## src/logic/snowbro2_config.svh

```systemverilog
/*
 * Address widths of the SDRAM bank and of the three ROM clients,
 * and the base word address of each ROM region in bank 0.
 */
`ifndef SNOWBRO2_CONFIG_SVH
`define SNOWBRO2_CONFIG_SVH

// SDRAM word address width
`define SNOWBRO2_SDRAM_AW 22

// client address widths, in each client's own units
`define SNOWBRO2_PRG_AW 19
`define SNOWBRO2_GFX_AW 22
`define SNOWBRO2_PCM_AW 20

// region bases, in 16-bit SDRAM words
`define SNOWBRO2_PRG_BASE 22'h000000
`define SNOWBRO2_GFX_BASE 22'h080000
`define SNOWBRO2_PCM_BASE 22'h280000

`endif

```

## src/logic/snowbro2_pkg.sv

```systemverilog
/*
 * Shared types of the memory side.
 * SDRAM word and word address, and the payload type
 * of each ROM client.
 */
`include "snowbro2_config.svh"

package snowbro2_pkg;

    // one word of the SDRAM bank
    typedef logic [15:0] sdram_word_t;

    // word address into bank 0
    typedef logic [`SNOWBRO2_SDRAM_AW-1:0] sdram_addr_t;

    // 68000 program ROM, one word per access
    typedef logic [15:0] prg_data_t;

    // tile graphics ROM, two SDRAM words per access
    typedef logic [31:0] gfx_data_t;

    // ADPCM sample ROM, one byte per access
    typedef logic [7:0] pcm_data_t;

endpackage

```

## src/logic/rom_req_if.sv

```systemverilog
/*
 * Request path between one ROM slot and the bank arbiter.
 * Slot side drives req/addr, arbiter side returns ack/data.
 */
`timescale 1ns/1ps

interface rom_req_if;
    import snowbro2_pkg::*;

    logic        req;
    sdram_addr_t addr;
    // one pulse per delivered word
    logic        ack;
    sdram_word_t data;

    modport slot (
        output req,
        output addr,
        input  ack,
        input  data
    );

    modport arbiter (
        input  req,
        input  addr,
        output ack,
        output data
    );

endinterface

```

## src/logic/rom_downloader.sv

```systemverilog
/*
 * ROM loader path into the SDRAM.
 * Pairs loader bytes into 16-bit words, even byte low,
 * and writes each word through the program port.
 */
`timescale 1ns/1ps

module rom_downloader (
    input  logic                      clk,
    input  logic                      rst_n,
    input  logic                      downloading,
    input  logic [25:0]               ioctl_addr,
    input  logic [7:0]                ioctl_dout,
    input  logic                      ioctl_wr,
    output snowbro2_pkg::sdram_addr_t prog_addr,
    output snowbro2_pkg::sdram_word_t prog_data,
    output logic [1:0]                prog_mask,
    output logic                      prog_we,
    input  logic                      prog_rdy,
    output logic                      dwnld_busy
);
    import snowbro2_pkg::*;

    logic [7:0] low_byte;
    logic       wr_even;
    logic       wr_odd;

    assign wr_even = downloading && ioctl_wr && !ioctl_addr[0];
    assign wr_odd  = downloading && ioctl_wr && ioctl_addr[0];

    // both bytes always written
    assign prog_mask  = 2'b00;
    assign dwnld_busy = downloading || prog_we;

    always_ff @(posedge clk) begin
        if (!rst_n) begin
            prog_we <= 1'b0;
        end else if (wr_odd) begin
            prog_we <= 1'b1;
        end else if (prog_rdy) begin
            prog_we <= 1'b0;
        end
    end

    always_ff @(posedge clk) begin
        if (wr_even) begin
            low_byte <= ioctl_dout;
        end
        if (wr_odd) begin
            // byte address to word address
            prog_addr <= sdram_addr_t'(ioctl_addr >> 1);
            prog_data <= {ioctl_dout, low_byte};
        end
    end

endmodule

```

## src/logic/rom_slot.sv

```systemverilog
/*
 * ROM slot for one client of the SDRAM bank.
 * Holds a one-entry cache of the last address and payload,
 * fetches a miss one SDRAM word at a time through the arbiter,
 * and splits bytes out of words for 8-bit payloads.
 */
`timescale 1ns/1ps

module rom_slot #(
    parameter type                       data_t = snowbro2_pkg::sdram_word_t,
    parameter snowbro2_pkg::sdram_addr_t BASE   = '0,
    parameter int                        AW     = 16
) (
    input  logic          clk,
    input  logic          rst_n,
    input  logic          cs,
    input  logic [AW-1:0] addr,
    output logic          ok,
    output data_t         dout,
    rom_req_if.slot       mem
);
    import snowbro2_pkg::*;

    localparam int DW     = $bits(data_t);
    localparam bit NARROW = DW < 16;
    localparam int WORDS  = NARROW ? 1 : DW / 16;
    localparam int CW     = WORDS > 1 ? $clog2(WORDS) : 1;

    logic                cache_valid;
    logic [AW-1:0]       cache_addr;
    logic [WORDS*16-1:0] line;
    logic [CW-1:0]       word_cnt;
    logic                hit;
    logic                start;
    logic                last_word;
    sdram_addr_t         first_word;

    assign hit       = cs && cache_valid && addr == cache_addr;
    // req doubles as the busy flag
    assign start     = cs && !hit && !mem.req;
    assign last_word = word_cnt == CW'(WORDS - 1);

    // first SDRAM word of the payload at addr
    always_comb begin
        if (NARROW) begin
            first_word = BASE + sdram_addr_t'(addr >> 1);
        end else begin
            first_word = BASE + sdram_addr_t'(addr) * sdram_addr_t'(WORDS);
        end
    end

    always_ff @(posedge clk) begin
        if (!rst_n) begin
            cache_valid <= 1'b0;
            ok          <= 1'b0;
            mem.req     <= 1'b0;
            word_cnt    <= '0;
        end else begin
            ok <= hit;
            if (start) begin
                cache_valid <= 1'b0;
                mem.req     <= 1'b1;
                word_cnt    <= '0;
            end else if (mem.req && mem.ack) begin
                if (last_word) begin
                    mem.req     <= 1'b0;
                    cache_valid <= 1'b1;
                end else begin
                    word_cnt <= word_cnt + 1'b1;
                end
            end
        end
    end

    // words land low word first
    always_ff @(posedge clk) begin
        if (start) begin
            cache_addr <= addr;
            mem.addr   <= first_word;
        end else if (mem.req && mem.ack) begin
            line[word_cnt*16 +: 16] <= mem.data;
            mem.addr                <= mem.addr + 1'b1;
        end
    end

    generate
        if (NARROW) begin : g_byte
            // odd address takes the high byte
            assign dout = data_t'(cache_addr[0] ? line[2*DW-1:DW] : line[DW-1:0]);
        end else begin : g_word
            assign dout = data_t'(line);
        end
    endgenerate

endmodule

```

## src/logic/sdram_arbiter.sv

```systemverilog
/*
 * Fixed-priority arbiter for the bank 0 read port.
 * Program slot first, then graphics, then samples.
 * A grant is held until its slot drops req, and no
 * grant is given while the loader owns the bank.
 */
`timescale 1ns/1ps

module sdram_arbiter (
    input  logic                      clk,
    input  logic                      rst_n,
    input  logic                      downloading,
    rom_req_if.arbiter                prg,
    rom_req_if.arbiter                gfx,
    rom_req_if.arbiter                pcm,
    output snowbro2_pkg::sdram_addr_t ba0_addr,
    output logic                      ba_rd,
    input  logic                      ba_ack,
    input  logic                      ba_dok,
    input  logic                      ba_rdy,
    input  snowbro2_pkg::sdram_word_t data_read
);
    import snowbro2_pkg::*;

    typedef enum logic [1:0] {ST_IDLE, ST_ISSUE, ST_WAIT} state_t;
    typedef enum logic [1:0] {GNT_NONE, GNT_PRG, GNT_GFX, GNT_PCM} grant_t;

    state_t      state;
    grant_t      gnt;
    grant_t      next_gnt;
    logic        cur_req;
    logic        issue;
    logic        beat;
    sdram_addr_t next_addr;

    always_comb begin
        case (gnt)
            GNT_PRG: cur_req = prg.req;
            GNT_GFX: cur_req = gfx.req;
            GNT_PCM: cur_req = pcm.req;
            default: cur_req = 1'b0;
        endcase
    end

    // sticky grant, otherwise priority order
    always_comb begin
        if (cur_req)       next_gnt = gnt;
        else if (prg.req)  next_gnt = GNT_PRG;
        else if (gfx.req)  next_gnt = GNT_GFX;
        else if (pcm.req)  next_gnt = GNT_PCM;
        else               next_gnt = GNT_NONE;
    end

    always_comb begin
        case (next_gnt)
            GNT_GFX: next_addr = gfx.addr;
            GNT_PCM: next_addr = pcm.addr;
            default: next_addr = prg.addr;
        endcase
    end

    assign issue = state == ST_IDLE && !downloading && next_gnt != GNT_NONE;
    assign beat  = state == ST_WAIT && ba_dok && ba_rdy;

    // data beat goes straight back to the owner
    assign prg.ack  = beat && gnt == GNT_PRG;
    assign gfx.ack  = beat && gnt == GNT_GFX;
    assign pcm.ack  = beat && gnt == GNT_PCM;
    assign prg.data = data_read;
    assign gfx.data = data_read;
    assign pcm.data = data_read;

    always_ff @(posedge clk) begin
        if (!rst_n) begin
            state <= ST_IDLE;
            gnt   <= GNT_NONE;
            ba_rd <= 1'b0;
        end else begin
            case (state)
                ST_IDLE: begin
                    if (!downloading) begin
                        gnt <= next_gnt;
                    end
                    if (issue) begin
                        ba_rd <= 1'b1;
                        state <= ST_ISSUE;
                    end
                end
                ST_ISSUE: begin
                    if (ba_ack) begin
                        ba_rd <= 1'b0;
                        state <= ST_WAIT;
                    end
                end
                ST_WAIT: begin
                    if (beat) begin
                        state <= ST_IDLE;
                    end
                end
                default: state <= ST_IDLE;
            endcase
        end
    end

    always_ff @(posedge clk) begin
        if (issue) begin
            ba0_addr <= next_addr;
        end
    end

endmodule

```

## src/logic/snowbro2_clock.sv

```systemverilog
/*
 * Pixel clock enables from the 48 MHz clock.
 * Fractional accumulators give 6.75 MHz and 13.5 MHz strobes,
 * each a single-cycle pulse.
 */
`timescale 1ns/1ps

module snowbro2_clock (
    input  logic clk,
    input  logic rst_n,
    output logic pxl_cen,
    output logic pxl2_cen
);

    // 48 MHz * 9/64 = 6.75 MHz, 48 MHz * 18/64 = 13.5 MHz
    localparam logic [6:0] PXL_STEP  = 7'd9;
    localparam logic [6:0] PXL2_STEP = 7'd18;

    logic [5:0] pxl_acc;
    logic [5:0] pxl2_acc;
    logic [6:0] pxl_sum;
    logic [6:0] pxl2_sum;

    // bit 6 is the wrap out of the phase
    assign pxl_sum  = {1'b0, pxl_acc} + PXL_STEP;
    assign pxl2_sum = {1'b0, pxl2_acc} + PXL2_STEP;

    always_ff @(posedge clk) begin
        if (!rst_n) begin
            pxl_acc  <= '0;
            pxl2_acc <= '0;
            pxl_cen  <= 1'b0;
            pxl2_cen <= 1'b0;
        end else begin
            pxl_acc  <= pxl_sum[5:0];
            pxl2_acc <= pxl2_sum[5:0];
            // strobe on every wrap
            pxl_cen  <= pxl_sum[6];
            pxl2_cen <= pxl2_sum[6];
        end
    end

endmodule

```

## src/logic/snowbro2_game.sv

```systemverilog
/*
 * Memory side of the game top level.
 * Pixel clock enables, three ROM slots sharing SDRAM bank 0
 * through a fixed-priority arbiter, and the ROM loader.
 */
`timescale 1ns/1ps
`include "snowbro2_config.svh"

module snowbro2_game (
    input  logic                        clk,
    input  logic                        rst_n,
    output logic                        pxl_cen,
    output logic                        pxl2_cen,
    // 68000 program ROM
    input  logic                        prg_cs,
    input  logic [`SNOWBRO2_PRG_AW-1:0] prg_addr,
    output logic                        prg_ok,
    output snowbro2_pkg::prg_data_t     prg_dout,
    // tile graphics ROM
    input  logic                        gfx_cs,
    input  logic [`SNOWBRO2_GFX_AW-1:0] gfx_addr,
    output logic                        gfx_ok,
    output snowbro2_pkg::gfx_data_t     gfx_dout,
    // ADPCM sample ROM
    input  logic                        pcm_cs,
    input  logic [`SNOWBRO2_PCM_AW-1:0] pcm_addr,
    output logic                        pcm_ok,
    output snowbro2_pkg::pcm_data_t     pcm_dout,
    // SDRAM bank 0
    output snowbro2_pkg::sdram_addr_t   ba0_addr,
    output logic                        ba_rd,
    input  logic                        ba_ack,
    input  logic                        ba_dok,
    input  logic                        ba_rdy,
    input  snowbro2_pkg::sdram_word_t   data_read,
    // ROM loader
    input  logic                        downloading,
    output logic                        dwnld_busy,
    input  logic [25:0]                 ioctl_addr,
    input  logic [7:0]                  ioctl_dout,
    input  logic                        ioctl_wr,
    output snowbro2_pkg::sdram_addr_t   prog_addr,
    output snowbro2_pkg::sdram_word_t   prog_data,
    output logic [1:0]                  prog_mask,
    output logic                        prog_we,
    input  logic                        prog_rdy
);
    import snowbro2_pkg::*;

    rom_req_if prg_req ();
    rom_req_if gfx_req ();
    rom_req_if pcm_req ();

    snowbro2_clock u_clocken (
        .clk      (clk),
        .rst_n    (rst_n),
        .pxl_cen  (pxl_cen),
        .pxl2_cen (pxl2_cen)
    );

    rom_slot #(
        .data_t (prg_data_t),
        .BASE   (`SNOWBRO2_PRG_BASE),
        .AW     (`SNOWBRO2_PRG_AW)
    ) u_prg_slot (
        .clk   (clk),
        .rst_n (rst_n),
        .cs    (prg_cs),
        .addr  (prg_addr),
        .ok    (prg_ok),
        .dout  (prg_dout),
        .mem   (prg_req.slot)
    );

    // two words per tile fetch
    rom_slot #(
        .data_t (gfx_data_t),
        .BASE   (`SNOWBRO2_GFX_BASE),
        .AW     (`SNOWBRO2_GFX_AW)
    ) u_gfx_slot (
        .clk   (clk),
        .rst_n (rst_n),
        .cs    (gfx_cs),
        .addr  (gfx_addr),
        .ok    (gfx_ok),
        .dout  (gfx_dout),
        .mem   (gfx_req.slot)
    );

    rom_slot #(
        .data_t (pcm_data_t),
        .BASE   (`SNOWBRO2_PCM_BASE),
        .AW     (`SNOWBRO2_PCM_AW)
    ) u_pcm_slot (
        .clk   (clk),
        .rst_n (rst_n),
        .cs    (pcm_cs),
        .addr  (pcm_addr),
        .ok    (pcm_ok),
        .dout  (pcm_dout),
        .mem   (pcm_req.slot)
    );

    sdram_arbiter u_arbiter (
        .clk         (clk),
        .rst_n       (rst_n),
        .downloading (downloading),
        .prg         (prg_req.arbiter),
        .gfx         (gfx_req.arbiter),
        .pcm         (pcm_req.arbiter),
        .ba0_addr    (ba0_addr),
        .ba_rd       (ba_rd),
        .ba_ack      (ba_ack),
        .ba_dok      (ba_dok),
        .ba_rdy      (ba_rdy),
        .data_read   (data_read)
    );

    rom_downloader u_downloader (
        .clk         (clk),
        .rst_n       (rst_n),
        .downloading (downloading),
        .ioctl_addr  (ioctl_addr),
        .ioctl_dout  (ioctl_dout),
        .ioctl_wr    (ioctl_wr),
        .prog_addr   (prog_addr),
        .prog_data   (prog_data),
        .prog_mask   (prog_mask),
        .prog_we     (prog_we),
        .prog_rdy    (prog_rdy),
        .dwnld_busy  (dwnld_busy)
    );

endmodule

```

## config.mk

```make
export PLATFORM = sky130hd
export DESIGN_NAME = snowbro2_game
export DESIGN_NICKNAME = d
export VERILOG_FILES = /design/src/logic/snowbro2_pkg.sv /design/src/logic/rom_req_if.sv /design/src/logic/rom_downloader.sv /design/src/logic/rom_slot.sv /design/src/logic/sdram_arbiter.sv /design/src/logic/snowbro2_clock.sv /design/src/logic/snowbro2_game.sv
export VERILOG_INCLUDE_DIRS = /design/src /design/src/logic
export SDC_FILE = /design/constraint.sdc
export NUM_CORES = 1
export LEC_CHECK = 0
export ABC_AREA = 1
export BUFFER_PORTS_ARGS = -buffer_cell sky130_fd_sc_hd__buf_2
export CAP_MARGIN = 20
export CORE_ASPECT_RATIO = 0.75
export CORE_MARGIN = 1.5
export CORE_UTILIZATION = 40
export CTS_CLUSTER_DIAMETER = 120
export DETAILED_ROUTE_END_ITERATION = 6
export PLACE_DENSITY = 0.7
export SKIP_LAST_GASP = 1
export SLEW_MARGIN = 20
export SYNTH_ARGS = -nofsm -noshare
export SYNTH_HDL_FRONTEND = slang
export SYNTH_SLANG_ARGS = --single-unit
```

## constraint.sdc

```tcl
create_clock -name clk -period 3 [get_ports clk]
set_clock_uncertainty 0.15 [all_clocks]
set_input_delay 0 -clock clk [delete_from_list [all_inputs] [get_ports clk]]
set_output_delay 0 -clock clk [all_outputs]
set_load 0.01 [all_outputs]
```

* After elaboration in Yosys (flattened, before gate mapping)
Cells that the tools add are included.
Storage, ports and cells: register bits 291
Cells by class: mux-type cells 37, reductions and logical operators 57, bitwise gates (word level) 7, equality and inequality tests 15, shift operators 6, $add $sub $neg 13
Operators with widths (number):
- $neg A5 Y34 | 3
- $mux W22 | 4
- $shift A16 B34 Y16 const A | 2
- $shiftx A16 B34 Y16 | 2
- $add A22 B1 Y22 const B | 3
- $pmux W22 S2 | 1
- $mux W19 | 2
- $shift A16 B34 Y32 const A | 1
- $shiftx A16 B34 Y32 | 1
- $bwmux W16 | 2
- $bwmux W32 | 1
- $logic_and A1 B1 Y1 | 25
- $add A20 B22 Y22 const A | 1
- $add A22 B19 Y22 const A | 1
- $eq A22 B22 Y1 | 1
- $eq A20 B20 Y1 | 1
- $reduce_and A2 Y1 | 10
- $eq A19 B19 Y1 | 1
- $mux W1 | 16
- $mux W2 | 7
- $reduce_bool A2 Y1 | 7
- $eq A2 B2 Y1 const B | 5
- $logic_not A1 Y1 | 8
- $mux W8 | 1
- 14 further kinds | 29

* Depth between registers and ports, before layout
Gate-level depths: netlist of run 1.
depth after elaboration 8, gate-level depth with buffers 12, mapped depth without buffers 11

* Modules after synthesis
From an unflattened synthesis of run 1, not the netlist that was laid out.
Unflattened totals: cell total of the unflattened synthesis 1512, area, all modules 14194.9 um^2
Modules (own cells, without submodules):
- rom_slot at u_gfx_slot | cells each 450, instances 1, seq. area each 2362.3 um^2, area an instance 3981.3 um^2
- rom_slot at u_pcm_slot | cells each 364, instances 1, seq. area each 1801.7 um^2, area an instance 3313.2 um^2
- rom_slot at u_prg_slot | cells each 367, instances 1, seq. area each 1741.7 um^2, area an instance 3143.0 um^2
- sdram_arbiter | cells each 216, instances 1, seq. area each 760.7 um^2, area an instance 1820.5 um^2
- rom_downloader | cells each 59, instances 1, seq. area each 1401.3 um^2, area an instance 1467.7 um^2
- snowbro2_clock | cells each 56, instances 1, seq. area each 260.2 um^2, area an instance 469.2 um^2

* Worst setup path after synthesis of run 1
No wires, ideal clock.
path kind reg-to-reg, start register u_arbiter.state[0], end register u_pcm_slot.mem.addr[0], enable pin, cell stages (with the launch flop) 8, clock period less this slack 2.531 ns, data arrival time 2.002 ns, required time 2.471 ns, slack 0.469 ns, cells stage by stage dfxtp_1 -> inv_1 -> nand2_1 -> nor2_1 -> inv_1 -> nor2_1 -> inv_1 -> nand2_1
On the way: cells in the longest elaborated chain, start to end 6
RTL lines:
- start: declaration | line sdram_arbiter.sv:28 | state_t state;
- start signal: assignment | line sdram_arbiter.sv:75 | state <= ST_IDLE;
- start signal: assignment | line sdram_arbiter.sv:86 | state <= ST_ISSUE;
- start signal: assignment | line sdram_arbiter.sv:92 | state <= ST_WAIT;
- $eq A2 B2 Y1 | line sdram_arbiter.sv:63 | assign beat = state == ST_WAIT && ba_dok && ba_rdy;
- $logic_and A1 B1 Y1 (2 in series) | line sdram_arbiter.sv:63
- $logic_and A1 B1 Y1 | line sdram_arbiter.sv:68 | assign pcm.ack = beat && gnt == GNT_PCM;
- $logic_and A1 B1 Y1 | line rom_slot.sv:80 | end else if (mem.req && mem.ack) begin
- $reduce_bool A2 Y1 (no line)
- end signal: assignment | line rom_slot.sv:79 | mem.addr <= first_word;
- end signal: assignment | line rom_slot.sv:82 | mem.addr <= mem.addr + 1'b1;
- end: declaration | line rom_req_if.sv:18 | output addr,
No other way between the ends. A chain may end at the register's enable or synchronous reset.

* Worst setup path after layout of run 1
start register u_pcm_slot.cache_addr[0], end register u_pcm_slot.mem.addr[3], enable pin
On the way: cells in the longest elaborated chain, start to end 6
RTL lines:
- start: declaration | line rom_slot.sv:30 | logic [AW-1:0] cache_addr;
- start signal: assignment | line rom_slot.sv:78 | cache_addr <= addr;
- $eq A20 B20 Y1 | line rom_slot.sv:38 | assign hit = cs && cache_valid && addr == cache_addr;
- $logic_and A1 B1 Y1 | line rom_slot.sv:38
- $logic_not A1 Y1 | line rom_slot.sv:40 | assign start = cs && !hit && !mem.req;
- $logic_and A1 B1 Y1 (2 in series) | line rom_slot.sv:40
- $reduce_bool A2 Y1 (no line)
No other way between the ends.

==> results of run 1 <==
registers in the layout (all words and copies together), names as in the netlist, 5 cells and up:
signal,cells
u_pcm_slot.cache_addr,20
u_gfx_slot.cache_addr,22
u_gfx_slot.mem.addr,22
u_downloader.prog_data,16
u_pcm_slot.mem.addr,22
u_prg_slot.mem.addr,22
u_prg_slot.dout,16
u_downloader.low_byte,8
u_arbiter.ba0_addr,22
u_clocken.pxl2_acc,5
u_clocken.pxl_acc,6
u_gfx_slot.dout,32
u_pcm_slot.line,16
u_downloader.prog_addr,22
u_prg_slot.cache_addr,19
Yosys cell counts, types with 2 or more instances:
cell	n	share of area
o211ai_1	9	0.0051
nand2_1	472	0.13
nor2_2	2	0.00094
o221ai_1	14	0.0092
xnor2_1	11	0.0072
nor3_1	16	0.0060
inv_1	210	0.059
nand3_1	92	0.034
clkbuf_1	12	0.0034
or2_2	5	0.0023
nand4_1	16	0.0075
dfxtp_1	32	0.048
nand3b_1	2	0.0011
buf_4	7	0.0039
ha_1	6	0.0056
nand3_2	3	0.0022
edfxtp_1	256	0.57
buf_6	2	0.0017
buf_2	11	0.0041
nor2_4	2	0.0017
a21oi_1	15	0.0056
nor2_1	136	0.038
nand2_2	2	0.00094
nor3_2	2	0.0015
o21ai_0	11	0.0041
xor2_1	42	0.028
o21ai_1	2	0.00075
inv_2	4	0.0011
cell families after synthesis:
kind of cell	share of synthesized area
AOI/OAI and AO/OA	0.0270
other	0.000280
buffers and inverters	0.0735
DFF	0.623
adders and majority gates	0.00561
and+or+nand+nor	0.236
xor gates and xnor gates	0.0347
power by group:
group	switching [mW]	total (mW)	internal, mW
Clock	1.64	3.90	2.26
Combinational	0.677	1.16	0.481
Sequential	0.177	4.84	4.66
area by class of cell:
cell class              count  area share
diodes                      1    0.000141
repair buffers            416       0.164
multi-input cells         875       0.230
inverters                 215      0.0456
clock buffers              34      0.0445
well taps                 442      0.0312
flip-flops and latches    288       0.471
clock inverters            23      0.0141
repair_timing:
item	in CTS	in global routing
endpoints found under the hold margin	256	0
endpoints found under the setup margin	0	0
hold buffers	156	0
routing by layer:
layer,GRT usage,vias up
li1,-,5381
met1,0.281,4912
met2,0.336,361
met3,0.0337,56
met4,0.0496,0
met5,0,-
how the worst max path moves through the flow:
stage	cells past startpoint	start	to
after floorplan	7	u_arbiter.state[0]	u_pcm_slot.mem.addr[0]
after global placement	10	u_pcm_slot.cache_addr[0]	u_pcm_slot.mem.addr[8]
after detailed placement	10	u_pcm_slot.cache_addr[0]	u_pcm_slot.mem.addr[6]
after CTS	10	u_pcm_slot.cache_addr[0]	u_pcm_slot.mem.addr[3]
after global routing	10	u_pcm_slot.cache_addr[0]	u_pcm_slot.mem.addr[15]
final	10	u_pcm_slot.cache_addr[0]	u_pcm_slot.mem.addr[3]
critical path: cells and delay by family (launching register included):
kind	cells	cell delay, ps
and+or+nand+nor	8	1130
buffers and inverters	2	440
DFF	1	580
metrics by stage:
stage	instance area [sq um]	power, mW
2_1_floorplan	13400	5.48
3_3_place_gp	15100	5.87
3_5_place_dp	15100	5.90
4_1_cts	17700	9.98
5_1_grt	17700	10.3
6_report	17700	9.90
==> impl_metrics.toml, run 1 <==
[timing]
fmax_mhz = 384
setup_viol = 0
maxSlewViolCount = 0
rsz0062_at_grt = "no"
tightest_slew_ps = 894
min_period_ps = 2600
hold_ws_ps = 29.2
hold_viol = 0
relSlewSlack = 0.403
tns_ps = 0
setup_ws_ps = 395
min_period_over_period = 0.868

[global_routing]
grt_max_degree = 37
grt_pass1_vias = 10400
overflow = 0
antenna_found_initial = 1
grt_pass1_wl_um = 56100
globalRouteTotalUtil = 0.203

[logic_synthesis]
synth_seq_cells = 288
async_flop_share = 0
synth_warnings = 0
netlist_instances = 1409
yosysSeqAreaShare = 0.623
avgSynthCellArea_sq_um = 9.49
syn-cell-area_sq_um = 13400
synth_edf_count = 256
synth_ff_type = "edfxtp_1"
yosysUniqueCellTypes = 43

[final_layout]
fin_util = 0.542
final_common_cell = "nand2_1"
finalNonFillerCells = 2294
seq_area_sq_um = 8330
n_fill_cell = 2914
final_cell_mix = "nand2_1 (472), edfxtp_1 (256), buf_2 (242), inv_1 (210), dlygate4sd3_1 (156)"
final_net_count = 1955
multi_input_area_sq_um = 4060
area_growth_pct = 32.4
drive_gt1_frac = 0.180

[power]
leakagePower_nw = 8.01
peakVddDrop_mv = 0.374
p_per_area_nw_per_um2 = 559

[floorplanning]
die-area_sq_um = 34500
core_area_sq_um = 32700
initial_utilization = 0.409
top_level_ports = 248
die_w_um = 214
die_h_um = 161
rows = 57

[clock_network]
cts_buffers = 31
h-tree-depth = 1
root_buffer = "clkbuf_16"
clockBufferDepth = 3
cts_setup_buffers = 0
insertion_delay_ps = 580
ctsResizeCount = 0
numClockSinks = 288
clk_pin_slew_worst_paths_ps = 60
cts_tree = "yes"

[route]
wl_per_cell_um = 15.4
drtIter0Drc = 908
wl_met2_um = 16400
wirelength_met1_um = 15900
ant_nets = 0
drt-total-wl_um = 35200
wl_met3_um = 2140
routed.top_layer = "met4"
vias_per_cell = 4.67
drc = 0
drt_pass1_iterations = 5
num_vias = 10700

[placed_design]
dp_cells = 2080
post-dp-hpwl_um = 24400
io_buffers = 242
gp_congestion = 0.895
dpl_worst_slack_ps = 401

[worst_hold_path]
hp-class = "in -> reg"
min_to = "u_gfx_slot.cache_addr[6]"
hold_start = "gfx_addr[6]"
hold_path_depth = 2

[status]
status = "finished clean"

[critical_path]
path_class = "reg -> reg"
r2r_slack_ps = 400
worst_setup_path_end_kind = "register"
reg2reg_to = "u_pcm_slot.mem.addr[3]"
r2r_cells = 10
crit_slowest_cell = "edfxtp_1"
cp_slowest_stage_delay_ps = 580
rr_startpoint = "u_pcm_slot.cache_addr[0]"
crit_path_frequent_cell = "nand2_1"
cp_max_fo = 25
crit_path_cell_trace = "inv_2 -> nand2_1 -> nand2_1 -> nor2_1 -> nand2_1 -> nor2_1 -> nand3_2 -> nand2_4 -> nand2_1 -> buf_4"
critPathRequiredTime_ps = 3160
crit_arrival_ps = 2760
critPathLaunchType = "register"

[run]
maxCapViolCount = 0
Power figures use the tool's default switching activity.
==> run 2: changes to the inputs <==
--- a/config.mk
+++ b/config.mk
@@ -14,7 +14,6 @@
 export CORE_UTILIZATION = 40
 export CTS_CLUSTER_DIAMETER = 120
 export DETAILED_ROUTE_END_ITERATION = 6
-export PLACE_DENSITY = 0.7
 export SKIP_LAST_GASP = 1
 export SLEW_MARGIN = 20
 export SYNTH_ARGS = -nofsm -noshare
==> run 2 against run 1 <==
  * First-iteration DRC count fell by 14%
  * Clock-buffer cell count up 3
  * Global-route usage is 0.60 points higher
  * Setup slack gained 110 ps
  * Die area stayed put
  * Sequential share of layout area fell by 0.083 points
  * Highest routed layer unchanged
==> impl_metrics.toml, run 2 (synthesis gave the netlist of run 1 again) <==
[timing]
tns_ps = 0
relSlewSlack = 0.367
tightest_slew_ps = 948
min_period_over_period = 0.832
maxSlewViolCount = 0
hold_ws_ps = 30.1
rsz0062_at_grt = "no"
hold_viol = 0
setup_viol = 0
fmax_mhz = 401
min_period_ps = 2490

[route]
vias_per_cell = 4.63
ant_nets = 0
num_vias = 10600
drt_pass1_iterations = 5
drc = 0
drt-total-wl_um = 36400
drtIter0Drc = 781
wl_per_cell_um = 15.8

[global_routing]
globalRouteTotalUtil = 0.209
grt_pass1_vias = 10200
grt_pass1_wl_um = 57000
overflow = 0
antenna_found_initial = 2
grt_max_degree = 39

[critical_path]
crit_path_cell_trace = "dlygate4sd3_1 -> buf_2 -> nand2_1 -> dlygate4sd3_1 -> nor2_1 -> inv_1 -> nor2_1 -> nand2_1 -> inv_1 -> or2_2 -> inv_1 -> nor2_1"
reg2reg_to = "u_arbiter.ba0_addr[5]"
crit_arrival_ps = 2860
critPathLaunchType = "input pin"
critPathRequiredTime_ps = 3360
r2r_slack_ps = 620
cp_slowest_stage_delay_ps = 600
cp_max_fo = 17
cp_top_family = "buffers and inverters"
path_class = "in -> reg"
crit_slowest_cell = "dlygate4sd3_1"
r2r_cells = 6
rr_startpoint = "u_pcm_slot.mem.req"
worstPathBufferInverterCount = 6
worst_setup_path_end_kind = "register"

[floorplanning]
die-area_sq_um = 34500
die_h_um = 161
rows = 57
die_w_um = 214
core_area_sq_um = 32700
initial_utilization = 0.409
top_level_ports = 248

[clock_network]
cts_buffers = 30
clk_pin_slew_worst_paths_ps = 60
root_buffer = "clkbuf_16"
ctsResizeCount = 0
numClockSinks = 288
cts_tree = "yes"
clockBufferDepth = 3
insertion_delay_ps = 580
h-tree-depth = 1

[status]
status = "finished clean"

[final_layout]
fin_util = 0.543
drive_gt1_frac = 0.182
fin_area_sq_um = 17700
final_cell_mix = "nand2_1 (472), edfxtp_1 (256), buf_2 (242), inv_1 (210), dlygate4sd3_1 (156)"
largest_register_ffs = 32
final_common_cell = "nand2_1"
final_net_count = 1956
area_growth_pct = 32.6

[power]
p_per_area_nw_per_um2 = 560
leakagePower_nw = 8.03
peakVddDrop_mv = 0.313

[placed_design]
placed_area_sq_um = 15100
post-dp-hpwl_um = 24800
gp_congestion = 0.902
io_buffers = 242

[worst_hold_path]
hold_path_depth = 2
hold_start = "ioctl_dout[0]"
hp-class = "in -> reg"
min_to = "u_downloader.prog_data[8]"

[run]
maxCapViolCount = 0
## run 2: area by class of cell
class	count	area, sq um
flip-flops and latches	288	8330
clock inverters	19	233
fillers	3003	14900
inverters	215	807
repair buffers	418	2920
diodes	2	5.00
multi-input cells	875	4060
clock buffers	37	817
well taps	442	553
## run 2: worst max-delay path by stage
stage                              from                         to  cells after the start
5_1_grt                          ba_dok     u_gfx_slot.cache_valid                     12
3_5_place_dp         u_pcm_slot.mem.req      u_arbiter.ba0_addr[5]                      6
2_1_floorplan        u_arbiter.state[0]     u_pcm_slot.mem.addr[0]                      7
4_1_cts                          ba_dok     u_gfx_slot.cache_valid                     12
3_3_place_gp   u_pcm_slot.cache_addr[0]  u_pcm_slot.cache_addr[16]                      9
6_report                         ba_dok     u_gfx_slot.cache_valid                     12
## run 2: metrics by stage
stage	power, mW	worst slack, ps	instances
6_report	9.92	505	2296
5_1_grt	10.3	260	2296
4_1_cts	10.0	514	2294
3_5_place_dp	5.91	709	2082
3_3_place_gp	5.89	745	2082
2_1_floorplan	5.48	469	1410
## run 2: worst reg2reg max path, delay by kind of cell (launching register included)
| kind | cells | cell delay (ps) |
|---|---|---|
| buf+inv | 1 | 280 |
| compound gates | 1 | 400 |
| simple gates | 4 | 890 |
| flops | 1 | 460 |
## run 2: timing repair
| item | in CTS | in global routing |
|---|---|---|
| hold buffers | 156 | 0 |
| buffers inserted | 0 | 0 |
| hold endpoints to repair | 289 | 0 |
## run 2: layer usage
metal | vias up | part of all wire | wire length (um) | global-route usage
met5 | - | 0 | 0 | 0
met4 | 0 | 0.026 | 930 | 0.0576
met3 | 62 | 0.044 | 1610 | 0.0318
met2 | 271 | 0.46 | 16800 | 0.339
met1 | 4895 | 0.47 | 17000 | 0.295
li1 | 5393 | - | - | -
## run 2: report_power, final
group | switching, mW | leakage (nW) | total [mW] | internal [mW]
combinational | 0.682 | 4.88 | 1.17 | 0.483
clock | 1.63 | 0.511 | 3.92 | 2.29
sequential | 0.174 | 2.63 | 4.84 | 4.66
total | 2.49 | 8.03 | 9.92 | 7.44
==> run 3: changes to the inputs <==
==> constraint.sdc (replaced) <==
create_clock -name clk -period 2.2 [get_ports clk]
set_clock_uncertainty 0.15 [all_clocks]
set_input_delay 0 -clock clk [delete_from_list [all_inputs] [get_ports clk]]
set_output_delay 0 -clock clk [all_outputs]
set_load 0.01 [all_outputs]
==> run 3 against run 2 <==
  * Clock power is 28% higher
  * Cell count grew 0.26%
  * Non-clock buffer count is 9 higher
  * First-iteration DRC count down 0.64%
  * Highest routed layer unchanged
==> impl_metrics.toml, run 3 (synthesis gave the netlist of run 1 again) <==
[timing]
relSlewSlack = 0.638
maxSlewViolCount = 0
min_period_ps = 2010
min_period_over_period = 0.915
hold_ws_ps = 26.9
fmax_mhz = 497
setup_ws_ps = 186
tightest_slew_ps = 542
hold_viol = 0
rsz0062_at_grt = "no"
setup_viol = 0
tns_ps = 0

[critical_path]
critPathRequiredTime_ps = 2380
cp_max_fo = 6
crit_arrival_ps = 2190
crit_path_cell_trace = "ha_1 -> nand3_1 -> nor2_1 -> nand4_1 -> xor2_1 -> nand2_1 -> nand2_1"
path_class = "reg -> reg"
r2r_cells = 7
cp_slowest_stage_delay_ps = 500
critPathLaunchType = "register"
crit_path_frequent_cell = "nand2_1"
worst_setup_path_end_kind = "register"
crit_slowest_cell = "edfxtp_1"

[global_routing]
busiest_layer = "met2"
use_met1 = 0.289
globalRouteTotalUtil = 0.207
grt_pass1_vias = 10400
overflow = 0
grt_pass1_wl_um = 56600
use_met2 = 0.338
grt_max_degree = 39
use_met3 = 0.0335
antenna_found_initial = 0

[route]
drc = 0
num_vias = 10700
ant_nets = 0
wl_per_cell_um = 15.5
drtIter0Drc = 776
drt-total-wl_um = 35600
drt_pass1_iterations = 5
vias_per_cell = 4.63

[clock_network]
numClockSinks = 288
cts_buffers = 30
h-tree-depth = 1
clk_pin_slew_worst_paths_ps = 70
cts_tree = "yes"
cts_setup_buffers = 0
root_buffer = "clkbuf_16"
insertion_delay_ps = 590
clockBufferDepth = 3

[final_layout]
fin_area_sq_um = 17800
largest_register_ffs = 32
final_common_cell = "nand2_1"
fin_util = 0.545
final_net_count = 1965
drive_gt1_frac = 0.188
area_growth_pct = 33.2
finalNonFillerCells = 2302
n_fill_cell = 2891
final_cell_mix = "nand2_1 (471), edfxtp_1 (256), buf_2 (242), inv_1 (210), dlygate4sd3_1 (154)"
diodes = 0

[floorplanning]
top_level_ports = 248
die_h_um = 161
die_w_um = 214
die-area_sq_um = 34500
rows = 57
initial_utilization = 0.409
core_area_sq_um = 32700

[status]
status = "finished clean"

[placed_design]
gp_congestion = 0.884
placed_area_sq_um = 15300
dpl_worst_slack_ps = 169
dp_cells = 2093
post-dp-hpwl_um = 25100
io_buffers = 242

[worst_hold_path]
hp-class = "in -> reg"
hold_path_depth = 3

[power]
leakagePower_nw = 8.05
p_per_area_nw_per_um2 = 744
peakVddDrop_mv = 0.613
power_mw = 13.3

[run]
maxCapViolCount = 0
==> run 3: report_power, final <==
group          total, mW  leakage (nW)  switching [mW]  internal [mW]
Sequential          6.58          2.63           0.228           6.36
Clock               5.03         0.462            2.24           2.80
Combinational       1.64          4.95           0.947          0.692
==> run 3: area by class of cell <==
| type | count | area [sq um] | area share |
|---|---|---|---|
| Clock buffer | 35 | 779 | 0.0438 |
| Sequential cell | 288 | 8330 | 0.468 |
| Inverter | 215 | 807 | 0.0453 |
| Multi-Input combinational cell | 875 | 4070 | 0.229 |
| Tap cell | 442 | 553 | 0.0311 |
| Timing Repair Buffer | 427 | 3070 | 0.173 |
| Clock inverter | 20 | 195 | 0.0110 |
==> run 3: worst max-delay path: cells and delay by family (launching register included) <==
family	cells	cell delay, ps
fa+ha+maj	1	230
flops	1	500
simple gates	5	730
xor+xnor	1	170
==> run 3: final timing paths <==
kind                                          startpoint                         to  slack [ps]
worst max-delay path              u_gfx_slot.mem.addr[0]    u_gfx_slot.mem.addr[18]         190
worst min-delay path                              ba_ack            u_arbiter.ba_rd          30
worst max register to register    u_gfx_slot.mem.addr[0]    u_gfx_slot.mem.addr[18]         190
worst min register to register  u_downloader.low_byte[0]  u_downloader.prog_data[0]         270
==> run 3: what timing repair did <==
| action | CTS | global route |
|---|---|---|
| resized for setup | 0 | 1 |
| setup endpoints to repair | 0 | 22 |
| hold buffers | 154 | 0 |
| hold endpoints to repair | 300 | 0 |
==> run 3: routing by layer <==
metal | vias to the layer above | wire length (um)
met5 | - | 0
met4 | 0 | 909
met3 | 51 | 1970
met2 | 291 | 16300
met1 | 4901 | 16400
li1 | 5410 | -
